<file path="config.mk">
export PLATFORM = sky130hd
export DESIGN_NAME = can_bridge_top
export DESIGN_NICKNAME = d
export VERILOG_FILES = /design/src/common/bridge_pkg.sv /design/src/common/obj_bus_if.sv /design/src/bridge_ctrl/bridge_ctrl.sv /design/src/bridge_ctrl/rx_buffer.sv /design/src/design/obj_dispatch.sv /design/src/design/co_object.sv /design/src/design/tx_collect.sv /design/src/design/can_bridge_top.sv
export SDC_FILE = /design/constraint.sdc
export NUM_CORES = 1
export LEC_CHECK = 0
export BUFFER_PORTS_ARGS = -buffer_cell sky130_fd_sc_hd__buf_2
export CAP_MARGIN = 20
export CORE_MARGIN = 1.5
export CORE_UTILIZATION = 55
export CTS_CLUSTER_DIAMETER = 80
export DETAILED_ROUTE_END_ITERATION = 10
export GPL_TIMING_DRIVEN = 0
export PLACE_DENSITY = 0.73
export SKIP_LAST_GASP = 1
export SYNTH_ARGS = -nofsm -noshare
export SYNTH_HDL_FRONTEND = slang
export SYNTH_HIERARCHICAL = 1
export SYNTH_SLANG_ARGS = --single-unit
</file>
<file path="constraint.sdc">
create_clock -name clk -period 3.9 [get_ports clk]
set_input_delay 0.78 -clock clk [delete_from_list [all_inputs] [get_ports clk]]
set_output_delay 0.78 -clock clk [all_outputs]
set_load 0.05 [all_outputs]
</file>
<file path="src/common/bridge_pkg.sv">
package bridge_pkg;

   // CAN identifier, top 4 bits function code, low 7 bits node number
   typedef logic [10:0] msg_id_t;
   typedef logic [31:0] msg_data_t;   // Message payload
   typedef logic [3:0]  func_code_t;  // Function code field of an ID

   // Bridge controller states
   typedef enum logic [4:0] {
      reset_st, start_st, initialize_st, signon_st,      // Reset and start-up
      wait_act_st,                                       // Idle
      prev_mes_st, idcomp_busy_st, idcomp_idle_st, abort_st,
      read_new_st, pass_co_st, rst_rec_irq_st,           // Receive path
      read_co_st, write_can_st, send_st, wait_tra_st, rst_all_irq_st,
      endwait_st, rst_rec_irq_low_st                     // Exits without a send
   } bridge_state_t;

   // ------------------------------
   // Function codes
   // ------------------------------
   localparam func_code_t fc_nmt         = 4'h0;  // NMT, ID zero means general reset
   localparam func_code_t fc_bootup      = 4'he;  // Boot-up message
   localparam func_code_t fc_resp_offset = 4'h8;  // Request code plus this gives response code

endpackage

</file>
<file path="src/common/obj_bus_if.sv">
`timescale 1ns/1ps

// One message between dispatcher, handler and collector
interface obj_bus_if import bridge_pkg::*; ();

   logic      wr;     // Request strobe, or response ready on the response side
   msg_id_t   id;     // Message ID
   msg_data_t data;   // Payload
   logic      abort;  // Drop the current job

   // Sending side
   modport src (
      output wr,
      output id,
      output data,
      output abort
   );

   // Receiving side
   modport dst (
      input wr,
      input id,
      input data,
      input abort
   );

endinterface

</file>
<file path="src/bridge_ctrl/bridge_ctrl.sv">
`timescale 1ns/1ps

module bridge_ctrl import bridge_pkg::*; #(
   parameter int TIMEOUT_CYC = 64   // Watchdog limit in cycles
) (
   input  logic clk,
   input  logic rst,
   input  logic end_init,        // CAN node init finished
   input  logic can_rx_irq,      // New frame received
   input  logic can_tx_irq,      // Transmission finished
   input  logic co_busy,         // Some handler still processing
   input  logic irq_co,          // Some handler has a response
   input  logic idcmpdone,
   input  logic highpr,
   input  logic lowpr,
   input  logic genrst,
   input  logic end_read_can,
   input  logic end_write_co,
   input  logic end_read_co,
   input  logic end_write_can,
   input  logic endwait,         // Frame matched no handler
   output logic init,
   output logic abort_mes,
   output logic id_comp,
   output logic start_read_can,
   output logic start_write_co,
   output logic start_read_co,
   output logic start_write_can,
   output logic send_mes_can,
   output logic reset_irq_can,
   output logic signonsig        // Boot-up message select
);

   localparam int WD_W = $clog2(TIMEOUT_CYC + 1);

   bridge_state_t state, next_state;
   logic          entimeout;    // Watchdog enable
   logic [WD_W-1:0] wd_cnt;
   logic          wd_expire;

   // ------------------------------
   // Next state
   // ------------------------------
   always_comb begin
      next_state = state;   // Hold by default
      case (state)
         reset_st:       next_state = start_st;
         start_st:       next_state = initialize_st;
         initialize_st:  if (end_init) next_state = signon_st;
         signon_st:      if (end_read_co) next_state = write_can_st;  // Boot-up picked up
         wait_act_st: begin
            if (can_rx_irq)
               next_state = prev_mes_st;   // Receive has priority
            else if (irq_co)
               next_state = read_co_st;
         end
         prev_mes_st:    next_state = co_busy ? idcomp_busy_st : idcomp_idle_st;
         idcomp_busy_st: begin
            if (idcmpdone && genrst)
               next_state = reset_st;
            else if (idcmpdone && highpr)
               next_state = abort_st;      // New frame wins
            else if (idcmpdone && lowpr)
               next_state = rst_rec_irq_low_st;   // New frame dropped
         end
         idcomp_idle_st: begin
            if (idcmpdone && genrst)
               next_state = reset_st;
            else if (idcmpdone)
               next_state = read_new_st;
         end
         abort_st:       next_state = read_new_st;
         read_new_st:    if (end_read_can) next_state = pass_co_st;
         pass_co_st:     if (end_write_co) next_state = rst_rec_irq_st;
         rst_rec_irq_st: next_state = wait_act_st;
         read_co_st:     if (end_read_co) next_state = write_can_st;
         write_can_st:   if (end_write_can) next_state = send_st;
         send_st:        next_state = wait_tra_st;
         wait_tra_st:    if (can_tx_irq) next_state = rst_all_irq_st;  // Only back-pressure point
         rst_all_irq_st: next_state = wait_act_st;
         endwait_st:     next_state = rst_rec_irq_st;
         rst_rec_irq_low_st: next_state = wait_act_st;
         default:        next_state = reset_st;
      endcase
   end

   // ------------------------------
   // State register
   // ------------------------------
   always_ff @(posedge clk) begin
      if (rst)
         state <= reset_st;
      else if (wd_expire)
         state <= reset_st;     // Stuck too long
      else if (endwait)
         state <= endwait_st;   // Undecodable frame overrides
      else
         state <= next_state;
   end

   // Watchdog, cleared whenever the bridge is idle or resetting
   always_ff @(posedge clk) begin
      if (rst || !entimeout || wd_expire)
         wd_cnt <= '0;
      else
         wd_cnt <= wd_cnt + 1'b1;
   end

   assign wd_expire = (wd_cnt == WD_W'(TIMEOUT_CYC));

   // ------------------------------
   // Output decode, one-hot per state
   // ------------------------------
   always_comb begin
      init            = 1'b0;
      abort_mes       = 1'b0;
      id_comp         = 1'b0;
      start_read_can  = 1'b0;
      start_write_co  = 1'b0;
      start_read_co   = 1'b0;
      start_write_can = 1'b0;
      send_mes_can    = 1'b0;
      reset_irq_can   = 1'b0;
      signonsig       = 1'b0;
      entimeout       = 1'b1;
      case (state)
         reset_st: begin
            abort_mes = 1'b1;   // Clear all blocks
            entimeout = 1'b0;
         end
         initialize_st: begin
            init      = 1'b1;
            entimeout = 1'b0;   // CAN node may take its time
         end
         wait_act_st:    entimeout = 1'b0;
         signon_st: begin
            signonsig     = 1'b1;
            start_read_co = 1'b1;
         end
         idcomp_busy_st, idcomp_idle_st: id_comp = 1'b1;
         abort_st:       abort_mes = 1'b1;
         read_new_st:    start_read_can = 1'b1;
         pass_co_st:     start_write_co = 1'b1;
         read_co_st:     start_read_co = 1'b1;
         write_can_st:   start_write_can = 1'b1;
         send_st:        send_mes_can = 1'b1;
         rst_rec_irq_st, rst_all_irq_st, rst_rec_irq_low_st: reset_irq_can = 1'b1;
         default: ;     // start_st, prev_mes_st, wait_tra_st, endwait_st
      endcase
   end

endmodule

</file>
<file path="src/bridge_ctrl/rx_buffer.sv">
`timescale 1ns/1ps

module rx_buffer import bridge_pkg::*; (
   input  logic      clk,
   input  logic      rst,
   input  logic      abort_mes,       // Drops the held message
   input  msg_id_t   can_rx_id,       // Frame at the CAN receive registers
   input  msg_data_t can_rx_data,
   input  logic      id_comp,
   input  logic      start_read_can,
   output msg_id_t   buf_id,          // Buffered message
   output msg_data_t buf_data,
   output logic      idcmpdone,
   output logic      highpr,
   output logic      lowpr,
   output logic      genrst,
   output logic      end_read_can
);

   logic       held;      // A message is still in progress
   logic       rd_go;
   logic       cmp_go;
   func_code_t new_fc;
   logic       new_zero;  // General reset frame
   logic       new_lower;

   assign rd_go  = start_read_can && !end_read_can;   // First cycle of the strobe
   assign cmp_go = id_comp && !idcmpdone;
   assign new_fc = can_rx_id[10:7];
   assign new_zero  = (new_fc == fc_nmt) && (can_rx_id[6:0] == '0);
   assign new_lower = !held || (can_rx_id < buf_id);   // Lower ID wins

   // Frame latch
   always_ff @(posedge clk) begin
      if (rd_go) begin
         buf_id   <= can_rx_id;
         buf_data <= can_rx_data;
      end
   end

   // ------------------------------
   // Control and compare result
   // ------------------------------
   always_ff @(posedge clk) begin
      if (rst) begin
         held         <= 1'b0;
         end_read_can <= 1'b0;
         idcmpdone    <= 1'b0;
         highpr       <= 1'b0;
         lowpr        <= 1'b0;
         genrst       <= 1'b0;
      end else begin
         end_read_can <= rd_go;
         idcmpdone    <= cmp_go;            // One cycle after id_comp
         genrst       <= cmp_go && new_zero;
         highpr       <= cmp_go && !new_zero && new_lower;
         lowpr        <= cmp_go && !new_zero && !new_lower;
         if (abort_mes)
            held <= 1'b0;
         if (rd_go)
            held <= 1'b1;                  // New job takes over
      end
   end

endmodule

</file>
<file path="src/design/obj_dispatch.sv">
`timescale 1ns/1ps

module obj_dispatch import bridge_pkg::*; #(
   parameter int NUM_OBJ = 4
) (
   input  logic      clk,
   input  logic      rst,
   input  logic      start_write_co,
   input  logic      abort_mes,
   input  msg_id_t   buf_id,
   input  msg_data_t buf_data,
   output logic      end_write_co,
   output logic      endwait,         // No handler serves this code
   obj_bus_if.src    obj [NUM_OBJ]    // One request bus per handler
);

   logic [NUM_OBJ-1:0] wr_q;          // Per-handler write strobes
   logic               go;
   logic               match;
   func_code_t         fc;

   assign fc    = buf_id[10:7];
   assign go    = start_write_co && !end_write_co && !endwait;
   // Handler k serves code k+1
   assign match = (fc != '0) && (fc <= func_code_t'(NUM_OBJ));

   always_ff @(posedge clk) begin
      if (rst) begin
         wr_q         <= '0;
         end_write_co <= 1'b0;
         endwait      <= 1'b0;
      end else begin
         end_write_co <= go && match;
         endwait      <= go && !match;
         for (int k = 0; k < NUM_OBJ; k++)
            wr_q[k] <= go && (fc == func_code_t'(k + 1));
      end
   end

   // ------------------------------
   // Fan out to the handlers
   // ------------------------------
   for (genvar k = 0; k < NUM_OBJ; k++) begin : g_bus
      assign obj[k].wr    = wr_q[k];
      assign obj[k].id    = buf_id;      // Buffer stays stable until next read
      assign obj[k].data  = buf_data;
      assign obj[k].abort = abort_mes;
   end

endmodule

</file>
<file path="src/design/co_object.sv">
`timescale 1ns/1ps

module co_object import bridge_pkg::*; #(
   parameter int         OBJ_LAT = 3,      // Processing delay, at least 2
   parameter func_code_t OBJ_FC  = 4'h1    // Served function code
) (
   input  logic   clk,
   input  logic   rst,
   input  logic   ack,        // Response taken by the collector
   output logic   busy,
   obj_bus_if.dst req,
   obj_bus_if.src resp
);

   localparam int         CNT_W   = $clog2(OBJ_LAT + 1);
   localparam func_code_t RESP_FC = OBJ_FC + fc_resp_offset;

   logic [CNT_W-1:0] cnt;     // Cycles left
   logic             ready;   // Response held for collection
   logic [6:0]       node_q;
   msg_data_t        data_q;

   // Request payload
   always_ff @(posedge clk) begin
      if (req.wr) begin
         node_q <= req.id[6:0];
         data_q <= req.data;
      end
   end

   // ------------------------------
   // Processing delay
   // ------------------------------
   always_ff @(posedge clk) begin
      if (rst || req.abort) begin
         busy  <= 1'b0;
         ready <= 1'b0;
         cnt   <= '0;
      end else if (req.wr) begin
         busy  <= 1'b1;
         ready <= 1'b0;                  // A new request replaces an old response
         cnt   <= CNT_W'(OBJ_LAT - 1);
      end else if (busy) begin
         cnt <= cnt - 1'b1;
         if (cnt == CNT_W'(1)) begin
            busy  <= 1'b0;
            ready <= 1'b1;               // OBJ_LAT cycles after wr
         end
      end else if (ack) begin
         ready <= 1'b0;
      end
   end

   // Response: code plus offset, same node, data plus one
   assign resp.wr    = ready;
   assign resp.id    = {RESP_FC, node_q};
   assign resp.data  = data_q + 32'd1;
   assign resp.abort = req.abort;        // Response about to be cleared

endmodule

</file>
<file path="src/design/tx_collect.sv">
`timescale 1ns/1ps

module tx_collect import bridge_pkg::*; #(
   parameter int         NUM_OBJ = 4,
   parameter logic [6:0] NODE_ID = 7'h21
) (
   input  logic               clk,
   input  logic               rst,
   input  logic               start_read_co,
   input  logic               start_write_can,
   input  logic               signonsig,      // Take the boot-up message
   output logic               irq_co,
   output logic               end_read_co,
   output logic               end_write_can,
   output msg_id_t            can_tx_id,      // CAN transmit registers
   output msg_data_t          can_tx_data,
   output logic [NUM_OBJ-1:0] ack,
   obj_bus_if.dst             resp [NUM_OBJ]
);

   logic [NUM_OBJ-1:0] rdy;
   msg_id_t            rsp_id   [NUM_OBJ];
   msg_data_t          rsp_data [NUM_OBJ];
   msg_id_t            pick_id, hold_id;      // Selected message and its holding copy
   msg_data_t          pick_data, hold_data;
   logic [NUM_OBJ-1:0] pick_ack;
   logic               rd_go, wr_go;

   for (genvar k = 0; k < NUM_OBJ; k++) begin : g_rsp
      assign rdy[k]      = resp[k].wr && !resp[k].abort;
      assign rsp_id[k]   = resp[k].id;
      assign rsp_data[k] = resp[k].data;
   end

   assign irq_co = |rdy;
   assign rd_go  = start_read_co && !end_read_co;
   assign wr_go  = start_write_can && !end_write_can;

   // ------------------------------
   // Lowest index ready wins
   // ------------------------------
   always_comb begin
      pick_id   = {fc_bootup, NODE_ID};   // Boot-up, zero data
      pick_data = '0;
      pick_ack  = '0;
      if (!signonsig) begin
         for (int k = NUM_OBJ - 1; k >= 0; k--) begin
            if (rdy[k]) begin
               pick_id     = rsp_id[k];
               pick_data   = rsp_data[k];
               pick_ack    = '0;
               pick_ack[k] = 1'b1;
            end
         end
      end
   end

   always_ff @(posedge clk) begin
      if (rd_go) begin
         hold_id   <= pick_id;
         hold_data <= pick_data;
      end
      if (wr_go) begin
         can_tx_id   <= hold_id;
         can_tx_data <= hold_data;
      end
   end

   always_ff @(posedge clk) begin
      if (rst) begin
         ack           <= '0;
         end_read_co   <= 1'b0;
         end_write_can <= 1'b0;
      end else begin
         ack           <= rd_go ? pick_ack : '0;   // Releases the handler
         end_read_co   <= rd_go;
         end_write_can <= wr_go;
      end
   end

endmodule

</file>
<file path="src/design/can_bridge_top.sv">
`timescale 1ns/1ps

module can_bridge_top import bridge_pkg::*; #(
   parameter int         NUM_OBJ     = 4,
   parameter int         OBJ_LAT     = 3,
   parameter int         TIMEOUT_CYC = 64,
   parameter logic [6:0] NODE_ID     = 7'h21
) (
   input  logic      clk,
   input  logic      rst,
   input  logic      end_init,
   input  logic      can_rx_irq,
   input  logic      can_tx_irq,
   input  msg_id_t   can_rx_id,
   input  msg_data_t can_rx_data,
   output logic      init,
   output logic      send_mes_can,
   output logic      reset_irq_can,
   output logic      abort_mes,
   output msg_id_t   can_tx_id,
   output msg_data_t can_tx_data,
   output logic      boot_done
);

   logic co_busy, irq_co, id_comp, idcmpdone, highpr, lowpr, genrst, endwait, signonsig;
   logic start_read_can, end_read_can, start_write_co, end_write_co;
   logic start_read_co, end_read_co, start_write_can, end_write_can;
   logic [NUM_OBJ-1:0] obj_busy;
   logic [NUM_OBJ-1:0] obj_ack;
   msg_id_t   buf_id;
   msg_data_t buf_data;

   obj_bus_if req_bus  [NUM_OBJ] ();   // Dispatcher to handlers
   obj_bus_if resp_bus [NUM_OBJ] ();   // Handlers to collector

   bridge_ctrl #(.TIMEOUT_CYC(TIMEOUT_CYC)) ctrl_i (.*);

   rx_buffer rxbuf_i (.*);

   obj_dispatch #(.NUM_OBJ(NUM_OBJ)) disp_i (
      .clk, .rst, .start_write_co, .abort_mes, .buf_id, .buf_data,
      .end_write_co, .endwait,
      .obj (req_bus)
   );

   // ------------------------------
   // Handlers, k serves code k+1
   // ------------------------------
   for (genvar k = 0; k < NUM_OBJ; k++) begin : g_obj
      co_object #(.OBJ_LAT(OBJ_LAT), .OBJ_FC(func_code_t'(k + 1))) obj_i (
         .clk, .rst,
         .ack  (obj_ack[k]),
         .busy (obj_busy[k]),
         .req  (req_bus[k]),
         .resp (resp_bus[k])
      );
   end

   assign co_busy = |obj_busy;

   tx_collect #(.NUM_OBJ(NUM_OBJ), .NODE_ID(NODE_ID)) txc_i (
      .clk, .rst, .start_read_co, .start_write_can, .signonsig,
      .irq_co, .end_read_co, .end_write_can, .can_tx_id, .can_tx_data,
      .ack  (obj_ack),
      .resp (resp_bus)
   );

   // Set by the first send, which is always the boot-up message
   always_ff @(posedge clk) begin
      if (rst)
         boot_done <= 1'b0;
      else if (send_mes_can)
         boot_done <= 1'b1;
   end

endmodule

</file>
-- Word-level counts from Yosys, hierarchy flattened
Index checks and enable logic that the tools add are counted.
- bits in registers: 332
- latch bits: 0
- memory bits (writable): 0
- bits in read-only memories: 0
- input bits: 48
- output and inout port bits: 48
- logic and storage cells: 260
- memories: 0
- add/sub/neg operators: 9
- multiply operators: 0
- div/mod/pow operators: 0
- $lt $le $gt $ge: 2
- equal/unequal tests: 49
- shift operators: 0
- mux-type cells: 72
- bitwise logic cells: 1
- reductions and logical operators: 77
- operator list (kind ; count):
    adder 32 x 1 -> 32 bit, second input constant ; 4
    2-to-1 mux 32 bit ; 4
    case mux 5 bit (16 select lines) ; 1
    2-to-1 mux 5 bit ; 14
    equality test 5 x 4 -> 1 bit, second input constant ; 8
    2-to-1 mux 1 bit ; 38
    2-to-1 mux 10 bit ; 3
    logical AND 1 bit ; 25
    equality test 5 x 3 -> 1 bit, second input constant ; 4
    2-to-1 mux 2 bit ; 9
    AND reduction 9 bit ; 2
    nonzero test 2 bit ; 9
    OR reduction 2 bit ; 8
    OR reduction 4 bit ; 4
    equality test 5 bit, second input constant ; 3
    != test 3 x 1 -> 1 bit, second input constant ; 5
    != test 2 bit, second input constant ; 6
    OR reduction 3 bit ; 4
    zero test 1 bit ; 11
    < comparator 11 bit ; 1
    equality test 5 x 2 -> 1 bit, second input constant ; 2
    2-to-1 mux 9 bit ; 1
    != test 3 x 2 -> 1 bit, second input constant ; 3
    equality test 2 x 1 -> 1 bit, second input constant ; 4
    23 further kinds ; 37

-- Longest topological paths before layout
- depth in word-level cells: 10
- gate-level depth with buffers: 14
- gate-level depth less buffers: 8

-- Cells and area by module
Netlist, hierarchy kept.
- modules (own cells, without submodules) (module ; instances ; cells each ; area an instance (µm²) ; sequential area each (µm²)):
    co_object ; 4 ; 153 ; 2062.0 ; 1251.2
    tx_collect ; 1 ; 370 ; 4463.0 ; 2702.6
    rx_buffer ; 1 ; 100 ; 1746.7 ; 1411.4
    obj_dispatch ; 1 ; 196 ; 1577.8 ; 120.1
    bridge_ctrl ; 1 ; 132 ; 1002.2 ; 240.2
    can_bridge_top ; 1 ; 3 ; 37.5 ; 20.0

-- Least setup slack after synthesis
OpenSTA, ideal clock, no wires.
- path type: register to register
- start point: register ctrl_i.state[0]
- end point: register ctrl_i.state[0]
- library setup time: 122 ps
- arrival: 4300 ps
- data required time: 3778 ps
- slack: -522 ps
- stages on the path, launching flop included: 15
- path buffers: 6
- clock period less this slack: 4422 ps
- cell sequence: dfxtp_1 > buf_4 > clkbuf_1 > nor4_1 > buf_4 > buf_4 > nand2b_1 > buf_2 > buf_1 > nand4_1 > nor3_1 > a22oi_2 > nand3_2 > nor2_1 > o311a_1
- word-level cells in the longest chain between the ends: 8
- elaborated cells between the ends (all ways): 41
- those cells by class: eq/ne: 27; mux: 3; reduce/logical: 11
- RTL lines (element ; line ; RTL):
    start: declaration ; bridge_ctrl.sv:36 ; bridge_state_t state, next_state;
    start signal: assignment ; bridge_ctrl.sv:92 ; state <= reset_st;
    start signal: assignment ; bridge_ctrl.sv:94 ; state <= reset_st;
    start signal: assignment ; bridge_ctrl.sv:96 ; state <= endwait_st;
    equality test 5 x 4 -> 1 bit / zero test 5 bit (equally long branches) ; bridge_ctrl.sv:126 ; case (state)
    OR reduction 2 bit (no line) * ; -- ;
    2-to-1 mux 1 bit * ; bridge_ctrl.sv:126 ;
    via abort_mes ; can_bridge_top.sv:19 ; output logic abort_mes,
    zero test 1 bit * ; tx_collect.sv:30 ; assign rdy[k] = resp[k].wr && !resp[k].abort;
    logical AND 1 bit ; tx_collect.sv:30 ;
    OR reduction 4 bit * ; tx_collect.sv:35 ; assign irq_co = |rdy;
    via irq_co ; can_bridge_top.sv:25 ; logic co_busy, irq_co, id_comp, idcmpdone, highpr, lowpr, genrst, endwait, signonsig;
    != test 4 x 2 -> 1 bit (no line) * ; -- ;
    AND reduction 9 bit (no line) * ; -- ;
The timed path passes the listed nets; every way through them passes the cells marked *.
A chain may end at the register's enable or synchronous reset.

-- Worst setup path after layout
- start point: register ctrl_i.state[0]
- end point: register txc_i.hold_data[24], data pin
- word-level cells in the longest chain between the ends: 9
- elaborated cells between the ends (all ways): 15
- those cells by class: eq/ne: 2; mux: 6; reduce/logical: 7
- RTL lines (element ; line ; RTL):
    equality test 5 x 4 -> 1 bit / zero test 5 bit (equally long branches) ; bridge_ctrl.sv:126 ;
    OR reduction 2 bit (no line) * ; -- ;
    2-to-1 mux 1 bit * ; bridge_ctrl.sv:126 ;
    via req_bus[0].abort ; obj_bus_if.sv:9 ; logic abort;
    zero test 1 bit * ; tx_collect.sv:30 ;
    logical AND 1 bit ; tx_collect.sv:30 ;
    2-to-1 mux 32 bit (3 in a row) ; tx_collect.sv:48 ; if (rdy[k]) begin
    2-to-1 mux 32 bit * ; tx_collect.sv:48 ;
    end signal: assignment ; tx_collect.sv:61 ; hold_data <= pick_data;
    end: declaration ; tx_collect.sv:25 ; msg_data_t pick_data, hold_data;
Marks and branches as above.

==> reports/metrics.cfg <==
[hold_path]
min_to = txc_i/can_tx_data[30]
hold_path_depth = 0
hp-class = register to register
worstHoldStart = txc_i/hold_data[30]

[detailed_routing]
post-route-drc-count = 0
wl_per_cell_um = 20.7
antenna_left = 0
first_pass_iters = 7
num_vias = 11300
drt_iter0_markers = 1002
drt-total-wl_mm = 40.6
vias_per_cell = 5.77

[sta]
fmax_mhz = 268
rsz0062_at_grt = no
min_period_ps = 3730
relSlewSlack_pct = 28.6
skew_ps = 13.5
setup_ws_ps = 168
setup_viol = 0
finalHoldViolCount = 0
finalCritPeriodShare_pct = 95.7
hold_slack_ps = 414
worst_slew_pin_slew_ps = 1070
finalMaxSlewViolations = 0

[global_route]
overflow = 0
gr-usage-met2_pct = 43.2
antenna_found_initial = 0
use_met1_pct = 33.9
grt_max_degree = 45
grt_use_met3_pct = 4.62
grt_pass1_vias = 11000
grt-busiest-layer = met2
track_usage_pct = 26.0
grt_pass1_wl_mm = 61.6

[yosys]
synth_warnings = 6
syn_avg_cell_area_sq_um = 12.1
synth_area_sq_um = 17000
synthCells = 1397

[place]
gp_congestion = 0.909
placed_area_sq_um = 18100
port_buffers = 95
dp_hpwl_mm = 29.8
dp_slack_ps = -76.2
dp_cells = 1902

[setup_path]
critPathMaxFanout = 19
startpoint_type = register
crit_chain = buf_4 -> clkbuf_1 -> nor4_4 -> buf_4 -> buf_4 -> nand2b_1 -> buf_2 -> clkbuf_1 -> nor2_1 -> a311oi_1
cp.arrival_ps = 3950
endpoint_kind = register
reg2reg_to = txc_i/hold_data[24]
reg2reg_depth = 10
critPathRequiredTime_ps = 4120
cpPeakStageDelay_ps = 640
r2r_slack_ps = 170
r2r_start = ctrl_i/state[0]
critPathKind = register to register
cp_common_cell = buf_4
crit_slowest_cell = a311oi_1

[clocking]
cts_tree = done
clkTransAtPathRegs_ps = 60
htreeDepth = 2
clock_latency_ps = 520
cts_root_buffer = clkbuf_16
cts_buffer_depth = 3
cts_num_sinks = 332
numCtsBuffers = 36

[power_and_ir_drop]
design_power_total_uw = 8460
max-vdd-ir-drop_mv = 0.421
pwr_density_cell_nw_per_um2 = 441
leakage_uw = 0.00699

[die]
fp.dieW_um = 179
dieArea_sq_um = 31900
rows = 64
core_sq_um = 30400
die_h_um = 179
initial_core_util_pct = 55.7
pin_count = 96

[cells_and_area]
fill_cells = 2340
fin_cells = 1963
syn_to_final_growth_pct = 13.1
design_area_sq_um = 19200
layout-drive-gt1-share_pct = 27.4
fin_nets = 1611
multi_input_area_sq_um = 5620
seq_area_sq_um = 9500
antenna_cells = 0

[flow_run]
maxCapViolations = 0

[outcome]
status = finished, final reports clean

[how the worst max path moves through the flow]
stage,start,endpoint,slack [ps],depth (start not counted)
2_1_floorplan,ctrl_i/state[0],ctrl_i/state[0],260,14
3_3_place_gp,ctrl_i/state[3],txc_i/can_tx_data[13],-680,4
3_5_place_dp,ctrl_i/state[0],ctrl_i/state[0],-80,14
4_1_cts,ctrl_i/state[0],ctrl_i/state[0],150,14
5_1_grt,ctrl_i/state[0],txc_i/hold_data[24],60,10
6_report,ctrl_i/state[0],txc_i/hold_data[24],170,10
[sequential cells by signal, indices dropped and copies added (netlist names), 5 cells and up]
name	flops
ctrl_i/state	5
ctrl_i/wd_cnt	7
g_obj.obj_i/cnt	8
g_obj.obj_i/data_q	128
g_obj.obj_i/node_q	28
rxbuf_i/buf_data	32
rxbuf_i/buf_id	11
txc_i/can_tx_data	32
txc_i/can_tx_id	11
txc_i/hold_data	32
txc_i/hold_id	11
[critical path, delay by kind of cell, from the launching register on]
| kind | cells | cell delay [ps] |
|---|---|---|
| flip-flops | 1 | 350 |
| AND/OR/NAND/NOR | 3 | 720 |
| buffers and inverters | 6 | 1700 |
| AO/OA/AOI/OAI | 1 | 640 |
[power by group]
part	internal, uW	switching (uW)	leakage (uW)
Sequential	4020	88.6	0.00300
Clock	1810	1320	0.000531
Combinational	526	693	0.00345
Total	6350	2100	0.00699
[cell type report]
class,instances,area share [%]
Buffer,240,8.88
Sequential cell,332,49.6
Clock buffer,46,5.01
Tap cell,396,2.58
Timing Repair Buffer,101,3.11
Inverter,49,0.959
Multi-Input combinational cell,783,29.3
Clock inverter,16,0.581
[through the flow]
step	TNS, ps	util [%]
after floorplan	0	-
after global placement	-29320	59.0
after detailed placement	-99.2	59.5
after CTS	0	63.0
after global routing	0	63.0
final	0	63.0
[what timing repair did]
item / in CTS / in global routing
hold endpoints to repair: 0 / 0
endpoints found under the setup margin: 4 / 4
gates resized for setup: 1 / 0
setup buffers: 0 / 0
cloned: 0 / 0
hold buffers: 0 / 0
[cell usage in the layout, fill, tap and decap left out, drive strengths merged, types with 8 or more instances in the layout]
cell,instances
dfxtp,47
nand2,56
nand4,79
xor2,23
nor4,23
buf,317
clkbuf,70
and3b,20
o32ai,21
and3,31
ha,20
nand4b,8
edfxtp,285
nand3,71
a21oi,36
nor3,29
a31oi,9
nor2b,12
o21ai,10
conb,16
nor2,59
and2,14
clkinv,15
o21bai,20
xnor2,107
inv,49
a311oi,38
nand2b,17
[per-layer routing]
metal,up-vias,part of all wire (%)
met2,467,48
met1,5467,40
met3,112,8.0
met5,-,0
met4,0,3.8
li1,5278,-
No activity file was read; power rests on OpenSTA's default activity.
